## config.mk

```make
export PLATFORM = sky130hd
export DESIGN_NAME = bridge_top
export DESIGN_NICKNAME = d
export VERILOG_FILES = /design/src/design/bridge_pkg.sv /design/src/design/ahb_slave_port.sv /design/src/design/ahb_master_engine.sv /design/src/design/apb_master_engine.sv /design/src/design/bridge_top.sv
export SDC_FILE = /design/constraint.sdc
export NUM_CORES = 1
export LEC_CHECK = 0
export BUFFER_PORTS_ARGS = -buffer_cell sky130_fd_sc_hd__buf_2
export CAP_MARGIN = 25
export CORE_AREA = 3 3 131 133
export DETAILED_ROUTE_END_ITERATION = 10
export DIE_AREA = 0 0 134 136
export GPL_ROUTABILITY_DRIVEN = 0
export MAX_ROUTING_LAYER = met4
export PLACE_DENSITY_LB_ADDON = 0.2
export SLEW_MARGIN = 20
export SYNTH_ARGS = -nofsm -noshare
export SYNTH_HDL_FRONTEND = slang
export SYNTH_SLANG_ARGS = --single-unit
```

## constraint.sdc

```tcl
create_clock -name HCLKM -period 3.85 [get_ports HCLKM]
set_input_delay 0.385 -clock HCLKM [delete_from_list [all_inputs] [get_ports HCLKM]]
set_output_delay 0.385 -clock HCLKM [all_outputs]
set_load 0.1 [all_outputs]
```

## src/design/bridge_pkg.sv

```systemverilog
// Shared widths, AHB codes and transfer records; data path fixed at 32 bits, singles only
package bridge_pkg;

   // --------------------------------------
   // Bus widths
   // --------------------------------------
   localparam int ADDR_W   = 32;
   localparam int DATA_W   = 32;
   localparam int MASTER_W = 1;           // HMASTER identifier
   localparam int STRB_W   = DATA_W / 8;  // One strobe per byte lane

   // --------------------------------------
   // AHB encodings
   // --------------------------------------
   localparam logic [1:0] HTRANS_IDLE   = 2'b00;
   localparam logic [1:0] HTRANS_NONSEQ = 2'b10;
   localparam logic [2:0] HBURST_SINGLE = 3'b000;

   // Address phase as captured from the slave port, held until completion
   typedef struct packed {
      logic [ADDR_W-1:0]   addr;
      logic                write;
      logic [1:0]          size;    // Byte, halfword or word
      logic [3:0]          prot;    // HPROT as received
      logic [MASTER_W-1:0] master;
      logic                lock;
   } bridge_req_t;

   // Completion from one engine
   typedef struct packed {
      logic              done;      // One-cycle strobe
      logic              err;       // Only valid with done
      logic [DATA_W-1:0] rdata;
   } bridge_rsp_t;

endpackage

```

## src/design/ahb_slave_port.sv

```systemverilog
// One transfer in flight; bursts run as singles, sizes above word clamp to word, HSELAPBS wins
`timescale 1ns/10ps

module ahb_slave_port import bridge_pkg::*; (
   input  logic                HCLKM,
   input  logic                HRESETMn,

   input  logic                HSELAHBS,
   input  logic                HSELAPBS,
   input  logic                HREADYS,
   input  logic                HWRITES,
   input  logic                HMASTLOCKS,
   input  logic [1:0]          HTRANSS,
   input  logic [2:0]          HSIZES,
   input  logic [ADDR_W-1:0]   HADDRS,
   input  logic [DATA_W-1:0]   HWDATAS,
   input  logic [3:0]          HPROTS,
   input  logic [MASTER_W-1:0] HMASTERS,
   output logic [DATA_W-1:0]   HRDATAS,
   output logic                HREADYOUTS,
   output logic                HRESPS,

   output bridge_req_t         req,
   output logic [DATA_W-1:0]   wdata,
   output logic                ahb_start,
   output logic                apb_start,
   input  bridge_rsp_t         ahb_rsp,
   input  bridge_rsp_t         apb_rsp
);

   typedef enum logic [1:0] {
      ST_IDLE,
      ST_DATA,
      ST_BUSY,
      ST_ERROR
   } state_t;

   state_t            state;
   logic              sel_apb;     // Target chosen in the address phase
   logic              hresp_q;
   logic [DATA_W-1:0] rdata_q;
   logic              trans_act;
   logic              accept;
   bridge_rsp_t       rsp;

   assign trans_act = (HTRANSS == HTRANS_NONSEQ) || (HTRANSS == 2'b11);  // NONSEQ or SEQ
   assign accept    = HREADYS && trans_act && (HSELAHBS || HSELAPBS);

   // Only the started engine can show done
   assign rsp = ahb_rsp.done ? ahb_rsp : apb_rsp;

   // --------------------------------------
   // Transfer FSM
   // --------------------------------------
   always_ff @(posedge HCLKM or negedge HRESETMn) begin
      if (!HRESETMn) begin
         state     <= ST_IDLE;
         sel_apb   <= 1'b0;
         hresp_q   <= 1'b0;
         ahb_start <= 1'b0;
         apb_start <= 1'b0;
      end else begin
         ahb_start <= 1'b0;
         apb_start <= 1'b0;
         case (state)
            ST_IDLE: begin
               hresp_q <= 1'b0;            // Ends second error cycle
               if (accept) begin
                  sel_apb <= HSELAPBS;
                  state   <= ST_DATA;
               end
            end
            ST_DATA: begin
               ahb_start <= !sel_apb;     // Write data is in wdata now
               apb_start <= sel_apb;
               state     <= ST_BUSY;
            end
            ST_BUSY: begin
               if (rsp.done) begin
                  hresp_q <= rsp.err;
                  state   <= rsp.err ? ST_ERROR : ST_IDLE;
               end
            end
            default: state <= ST_IDLE;    // First error cycle done
         endcase
      end
   end

   // Request and data capture
   always_ff @(posedge HCLKM) begin
      if (state == ST_IDLE && accept) begin
         req.addr   <= HADDRS;
         req.write  <= HWRITES;
         req.size   <= (HSIZES > 3'd2) ? 2'b10 : HSIZES[1:0];
         req.prot   <= HPROTS;
         req.master <= HMASTERS;
         req.lock   <= HMASTLOCKS;
      end
      if (state == ST_DATA) begin
         wdata <= HWDATAS;
      end
      if (state == ST_BUSY && rsp.done) begin
         rdata_q <= rsp.rdata;
      end
   end

   assign HREADYOUTS = (state == ST_IDLE);
   assign HRESPS     = hresp_q;
   assign HRDATAS    = rdata_q;

endmodule

```

## src/design/ahb_master_engine.sv

```systemverilog
// Issues one single AHB-Lite transfer per start; req and wdata must stay stable until done
`timescale 1ns/10ps

module ahb_master_engine import bridge_pkg::*; (
   input  logic                HCLKM,
   input  logic                HRESETMn,

   input  logic                start,
   input  bridge_req_t         req,
   input  logic [DATA_W-1:0]   wdata,
   output bridge_rsp_t         rsp,

   output logic [ADDR_W-1:0]   HADDRM,
   output logic [1:0]          HTRANSM,
   output logic [2:0]          HBURSTM,
   output logic [2:0]          HSIZEM,
   output logic [3:0]          HPROTM,
   output logic                HWRITEM,
   output logic                HMASTLOCKM,
   output logic [MASTER_W-1:0] HMASTERM,
   output logic [DATA_W-1:0]   HWDATAM,
   input  logic [DATA_W-1:0]   HRDATAM,
   input  logic                HREADYM,
   input  logic                HRESPM,
   output logic                HACTIVEM
);

   typedef enum logic [1:0] {
      ST_IDLE,
      ST_ADDR,
      ST_DATA
   } state_t;

   state_t state;

   always_ff @(posedge HCLKM or negedge HRESETMn) begin
      if (!HRESETMn) begin
         state <= ST_IDLE;
      end else begin
         case (state)
            ST_IDLE: if (start) state <= ST_ADDR;
            ST_ADDR: if (HREADYM) state <= ST_DATA;
            // First error cycle has HREADYM low, so the wait covers it
            ST_DATA: if (HREADYM) state <= ST_IDLE;
            default: state <= ST_IDLE;
         endcase
      end
   end

   always_comb begin
      rsp.done  = (state == ST_DATA) && HREADYM;
      rsp.err   = rsp.done && HRESPM;
      rsp.rdata = HRDATAM;
   end

   // Address phase straight from the held request
   assign HTRANSM    = (state == ST_ADDR) ? HTRANS_NONSEQ : HTRANS_IDLE;
   assign HADDRM     = req.addr;
   assign HBURSTM    = HBURST_SINGLE;
   assign HSIZEM     = {1'b0, req.size};
   assign HPROTM     = req.prot;
   assign HWRITEM    = req.write;
   assign HMASTERM   = req.master;
   assign HMASTLOCKM = req.lock && (state != ST_IDLE);
   assign HWDATAM    = wdata;

   assign HACTIVEM   = start || (state != ST_IDLE);  // Clock needed from start

endmodule

```

## src/design/apb_master_engine.sv

```systemverilog
// One APB4 setup and access per start; address word-aligned, lanes derived from size and address
`timescale 1ns/10ps

module apb_master_engine import bridge_pkg::*; (
   input  logic                HCLKM,
   input  logic                HRESETMn,

   input  logic                start,
   input  bridge_req_t         req,
   input  logic [DATA_W-1:0]   wdata,
   output bridge_rsp_t         rsp,

   output logic [ADDR_W-1:0]   PADDRM,
   output logic                PSELM,
   output logic                PENABLEM,
   output logic                PWRITEM,
   output logic [2:0]          PPROTM,
   output logic [STRB_W-1:0]   PSTRBM,
   output logic [DATA_W-1:0]   PWDATAM,
   output logic [MASTER_W-1:0] PMASTERM,
   input  logic [DATA_W-1:0]   PRDATAM,
   input  logic                PREADYM,
   input  logic                PSLVERRM,
   output logic                PACTIVEM
);

   typedef enum logic [1:0] {
      ST_IDLE,
      ST_SETUP,
      ST_ACCESS
   } state_t;

   state_t            state;
   logic [STRB_W-1:0] strb;

   always_ff @(posedge HCLKM or negedge HRESETMn) begin
      if (!HRESETMn) begin
         state <= ST_IDLE;
      end else begin
         case (state)
            ST_IDLE:   if (start) state <= ST_SETUP;
            ST_SETUP:  state <= ST_ACCESS;
            ST_ACCESS: if (PREADYM) state <= ST_IDLE;  // Wait states extend access
            default:   state <= ST_IDLE;
         endcase
      end
   end

   always_comb begin
      rsp.done  = (state == ST_ACCESS) && PREADYM;
      rsp.err   = rsp.done && PSLVERRM;
      rsp.rdata = PRDATAM;
   end

   // --------------------------------------
   // Byte lane strobes
   // --------------------------------------
   always_comb begin
      if (!req.write) begin
         strb = '0;                                  // APB4 reads carry no strobes
      end else if (req.size[1]) begin
         strb = '1;
      end else if (req.size[0]) begin
         strb = req.addr[1] ? 4'b1100 : 4'b0011;
      end else begin
         strb = 4'b0001 << req.addr[1:0];
      end
   end

   assign PSELM    = (state != ST_IDLE);
   assign PENABLEM = (state == ST_ACCESS);
   assign PADDRM   = {req.addr[ADDR_W-1:2], 2'b00};
   assign PWRITEM  = req.write;
   assign PSTRBM   = strb;
   assign PWDATAM  = wdata;
   assign PMASTERM = req.master;

   // Privileged from HPROT[1], instruction from HPROT[0] low
   assign PPROTM   = {~req.prot[0], 1'b0, req.prot[1]};

   assign PACTIVEM = start || (state != ST_IDLE);

endmodule

```

## src/design/bridge_top.sv

```systemverilog
// Single-clock AHB-Lite to AHB-Lite and APB4 bridge; HSELAHBS or HSELAPBS picks the master port
`timescale 1ns/10ps

module bridge_top import bridge_pkg::*; (
   input  logic                HCLKM,
   input  logic                HRESETMn,

   // AHB-Lite slave
   input  logic                HSELAHBS,
   input  logic                HSELAPBS,
   input  logic                HREADYS,
   input  logic                HWRITES,
   input  logic                HMASTLOCKS,
   input  logic [1:0]          HTRANSS,
   input  logic [2:0]          HSIZES,
   input  logic [ADDR_W-1:0]   HADDRS,
   input  logic [DATA_W-1:0]   HWDATAS,
   input  logic [3:0]          HPROTS,
   input  logic [MASTER_W-1:0] HMASTERS,
   output logic [DATA_W-1:0]   HRDATAS,
   output logic                HREADYOUTS,
   output logic                HRESPS,

   // AHB-Lite master
   output logic [ADDR_W-1:0]   HADDRM,
   output logic [1:0]          HTRANSM,
   output logic [2:0]          HBURSTM,
   output logic [2:0]          HSIZEM,
   output logic [3:0]          HPROTM,
   output logic                HWRITEM,
   output logic                HMASTLOCKM,
   output logic [MASTER_W-1:0] HMASTERM,
   output logic [DATA_W-1:0]   HWDATAM,
   input  logic [DATA_W-1:0]   HRDATAM,
   input  logic                HREADYM,
   input  logic                HRESPM,

   // APB4 master
   output logic [ADDR_W-1:0]   PADDRM,
   output logic                PSELM,
   output logic                PENABLEM,
   output logic                PWRITEM,
   output logic [2:0]          PPROTM,
   output logic [STRB_W-1:0]   PSTRBM,
   output logic [DATA_W-1:0]   PWDATAM,
   output logic [MASTER_W-1:0] PMASTERM,
   input  logic [DATA_W-1:0]   PRDATAM,
   input  logic                PREADYM,
   input  logic                PSLVERRM,

   // Clock gating levels
   output logic                HACTIVEM,
   output logic                PACTIVEM
);

   bridge_req_t       req;
   logic [DATA_W-1:0] wdata;
   logic              ahb_start;
   logic              apb_start;
   bridge_rsp_t       ahb_rsp;
   bridge_rsp_t       apb_rsp;

   ahb_slave_port u_slave (
      .HCLKM      (HCLKM),
      .HRESETMn   (HRESETMn),
      .HSELAHBS   (HSELAHBS),
      .HSELAPBS   (HSELAPBS),
      .HREADYS    (HREADYS),
      .HWRITES    (HWRITES),
      .HMASTLOCKS (HMASTLOCKS),
      .HTRANSS    (HTRANSS),
      .HSIZES     (HSIZES),
      .HADDRS     (HADDRS),
      .HWDATAS    (HWDATAS),
      .HPROTS     (HPROTS),
      .HMASTERS   (HMASTERS),
      .HRDATAS    (HRDATAS),
      .HREADYOUTS (HREADYOUTS),
      .HRESPS     (HRESPS),
      .req        (req),
      .wdata      (wdata),
      .ahb_start  (ahb_start),
      .apb_start  (apb_start),
      .ahb_rsp    (ahb_rsp),
      .apb_rsp    (apb_rsp)
   );

   // --------------------------------------
   // Master side engines
   // --------------------------------------
   ahb_master_engine u_ahb (
      .HCLKM      (HCLKM),
      .HRESETMn   (HRESETMn),
      .start      (ahb_start),
      .req        (req),
      .wdata      (wdata),
      .rsp        (ahb_rsp),
      .HADDRM     (HADDRM),
      .HTRANSM    (HTRANSM),
      .HBURSTM    (HBURSTM),
      .HSIZEM     (HSIZEM),
      .HPROTM     (HPROTM),
      .HWRITEM    (HWRITEM),
      .HMASTLOCKM (HMASTLOCKM),
      .HMASTERM   (HMASTERM),
      .HWDATAM    (HWDATAM),
      .HRDATAM    (HRDATAM),
      .HREADYM    (HREADYM),
      .HRESPM     (HRESPM),
      .HACTIVEM   (HACTIVEM)
   );

   apb_master_engine u_apb (
      .HCLKM      (HCLKM),
      .HRESETMn   (HRESETMn),
      .start      (apb_start),
      .req        (req),
      .wdata      (wdata),
      .rsp        (apb_rsp),
      .PADDRM     (PADDRM),
      .PSELM      (PSELM),
      .PENABLEM   (PENABLEM),
      .PWRITEM    (PWRITEM),
      .PPROTM     (PPROTM),
      .PSTRBM     (PSTRBM),
      .PWDATAM    (PWDATAM),
      .PMASTERM   (PMASTERM),
      .PRDATAM    (PRDATAM),
      .PREADYM    (PREADYM),
      .PSLVERRM   (PSLVERRM),
      .PACTIVEM   (PACTIVEM)
   );

endmodule

```

==> flow_metrics.env <==
export IMPL_antenna_found_initial=1
export IMPL_ys_seq_area_frac=0.670
export IMPL_initial_utilization=0.319
export IMPL_max_cap_violations=0
export IMPL_finClkSkew_ns=0.00583
export IMPL_period_share=0.561
export IMPL_crit_arrival_ns=2.25
export IMPL_detail_route_antenna_nets=0
export IMPL_clockRootBuffer="clkbuf_16"
export IMPL_drive_gt1_frac=0.699
export IMPL_h_tree_depth=4
export IMPL_cts_tree="done"
export IMPL_holdWs_ns=0.150
export IMPL_synth_top_area_frac=0.621
export IMPL_critical_path_required_ns=3.94
export IMPL_worstRegToRegCells=4
export IMPL_io_buffers=329
export IMPL_outcome="finished, final reports clean"
export IMPL_critPathLaunchType="register"
export IMPL_cp_top_family="buffers and inverters"
export IMPL_use_met3=0.0559
export IMPL_fill_cells=1559
export IMPL_synth_common_cells="buf_4, edfxtp_1, mux2_4"
export IMPL_syn_area_mm2=0.00508
export IMPL_grt_usage=0.139
export IMPL_cp_depth=4
export IMPL_drc=0
export IMPL_vias=3194
export IMPL_nets=711
export IMPL_drt_vias_per_instance=4.03
export IMPL_p_int_mw=2.82
export IMPL_p_leak_nw=3.13
export IMPL_grt_pass1_vias=3282
export IMPL_cts_num_sinks=115
export IMPL_post_route_min_period_ns=2.16
export IMPL_dr_pass1_iters=6
export IMPL_fmax_mhz=463
export IMPL_hold_viol_final=0
export IMPL_avgSynthCellArea_um2=16.1
export IMPL_synthCells=316
export IMPL_yosysMostFrequentCell="buf_4"
export IMPL_die_area_mm2=0.0182
export IMPL_p_sw_frac=0.514
export IMPL_rows=46
export IMPL_grt_max_degree=37
export IMPL_worstHoldPathCells=1
export IMPL_ys_types=30
export IMPL_clk_transition_reported_paths_ns=0.06
export IMPL_worst_path_max_delay_cell="inv_1"
export IMPL_use_met1=0.145
export IMPL_worstSetupPathType="register to register"
export IMPL_cpPeakStageDelay_ns=0.53
export IMPL_crit_chain="nor2_1, o2111ai_1, inv_1, buf_4"
export IMPL_syn_to_final_growth_pct=32.6
export IMPL_grt_first_pass_wirelength_um=18200
export IMPL_place_inst=757
export IMPL_synth_top_area_cell="edfxtp_1"
export IMPL_die_w_um=134
export IMPL_slew_headroom=0.607
export IMPL_clk_latency_ns=0.40
export IMPL_grt_ovfl_total=0
export IMPL_hold_class="primary input to register"
export IMPL_p_comb_frac=0.467
export IMPL_rsz0062_at_grt="false"
export IMPL_ys_ff_latch=115
export IMPL_ir_drop_mv=0.499
export IMPL_setup_violations=0
export IMPL_grt_use_met2=0.235
export IMPL_ys_warn_count=0
export IMPL_p_sw_mw=2.99
export IMPL_cts_buffers_inserted=17
export IMPL_ys_flop_type="edfxtp_1"
export IMPL_io_pin_count=339
export IMPL_clock_power_share=0.242
export IMPL_ys_top_cells_by_area="edfxtp_1, buf_4, mux2_4, dfrtp_1, mux2_2"
export IMPL_worstMarginPinSlew_ns=0.589
export IMPL_p_per_area_mw_per_mm2=862
export IMPL_post_dp_hpwl_um=10300
export IMPL_stdcell_count=792
export IMPL_crit_path_end_kind="register"
export IMPL_core_mm2=0.0159
export IMPL_power_frac_seq=0.292
export IMPL_drt_total_wl_um=12900
export IMPL_path_buf_inv=2
export IMPL_postSynth_asyncResetShare=0.0870
export IMPL_drv_slew=0
export IMPL_crit_fanout=17
export IMPL_multiInputGateArea_um2=785
export IMPL_regArea_mm2=0.00340
export IMPL_setup_tns_ns=0
export IMPL_synth_edf_count=105
export IMPL_cts_buffer_depth=2
export IMPL_drt_initial_drc_count=139
export IMPL_die_y_um=136
export IMPL_grt_busiest_layer="met2"
export IMPL_avgRoutedWirePerCell_um=16.3
## worst paths after layout
| check | end | from | slack [ns] |
|---|---|---|---|
| setup / recovery | u_slave.req[1]$_DFFE_PP_ | u_slave.state[1]$_DFFE_PN0P_ | 1.69 |
| setup reg to reg | u_slave.req[1]$_DFFE_PP_ | u_slave.state[1]$_DFFE_PN0P_ | 1.69 |
| min in group asynchronous | u_apb.state[1]$_DFFE_PN0P_ | HRESETMn | 0.41 |
| hold / removal | u_slave.req[21]$_DFFE_PP_ | HADDRS[12] | 0.15 |
| max in group asynchronous | u_slave.state[1]$_DFFE_PN0P_ | HRESETMn | 3.24 |
| hold reg to reg | u_slave.ahb_start$_DFF_PN0_ | u_slave.sel_apb$_DFFE_PN0P_ | 0.47 |
## worst register-to-register path: cells and delay by family (launching register included)
family / cells / cell delay, ns
simple gates: 1 / 0.24
compound gates: 1 / 0.30
buf+inv: 2 / 0.89
flops: 1 / 0.41
## per-stage QoR
step	util	power, mW	worst slack [ns]	cell area, um^2
3_3_place_gp	0.387	4.43	1.69	6160
4_1_cts	0.421	5.88	1.64	6710
6_report	0.423	5.81	1.69	6740
3_5_place_dp	0.387	4.45	1.66	6160
5_1_grt	0.423	6.02	1.52	6740
2_1_floorplan	-	4.18	0.476	5110
## registers in the layout (all words and copies together) (netlist names), 2 cells and up
name             count
u_slave.req         41
u_slave.wdata       32
u_slave.HRDATAS     32
u_apb.state          2
u_ahb.state          2
u_slave.state        2
## power groups by stage
stage / clock network, mW / registers (mW) / logic, mW
global route: 1.51 / 1.72 / 2.78
floorplan: 0 / 2.40 / 1.78
finish: 1.41 / 1.69 / 2.71
global placement: 0 / 1.71 / 2.71
detailed placement: 0 / 1.72 / 2.72
CTS: 1.45 / 1.70 / 2.73
## what timing repair did
item	in CTS	in global routing
gates resized for setup	0	0
hold endpoints to repair	10	0
buffers inserted	0	0
hold buffers	1	0
## metal layers
metal	vias up	share of wire
li1	1502	-
met1	1465	0.36
met2	212	0.52
met3	15	0.10
met4	0	0.018
met5	-	0
## final cells by class
cell class | instances | area share
diodes | 1 | 0.000371
clock buffers | 17 | 0.0631
clock inverters | 15 | 0.0160
inverters | 8 | 0.00446
multi-input cells | 85 | 0.116
flip-flops and latches | 115 | 0.505
well taps | 216 | 0.0401
repair buffers | 335 | 0.254
## logic make-up after synthesis
kind of cell	Yosys count	synth area share
buf+inv	123	0.183
compound gates	13	0.0182
simple gates	30	0.0330
flops	115	0.670
mux	34	0.0951
other cells	1	0.000738
## cell usage in the layout (no fill, tap or decap), types with 2 or more instances in the layout
cell type / Yosys / layout
a21oi_1: 3 / 2
buf_2: 0 / 329
buf_4: 111 / 4
clkbuf_16: 0 / 17
clkinv_2: 0 / 3
clkinvlp_4: 0 / 6
conb_1: 1 / 8
dfrtp_1: 10 / 10
edfxtp_1: 105 / 105
inv_1: 8 / 8
inv_6: 0 / 5
mux2_2: 6 / 6
mux2_4: 27 / 27
nand2_1: 2 / 2
nand2b_1: 5 / 5
nand3b_1: 2 / 2
nor2_1: 9 / 9
nor2b_1: 4 / 4
o21a_1: 3 / 3
o21ai_0: 2 / 2
or2_2: 2 / 2
or3_1: 2 / 2
(Power assumes the default switching activity.)
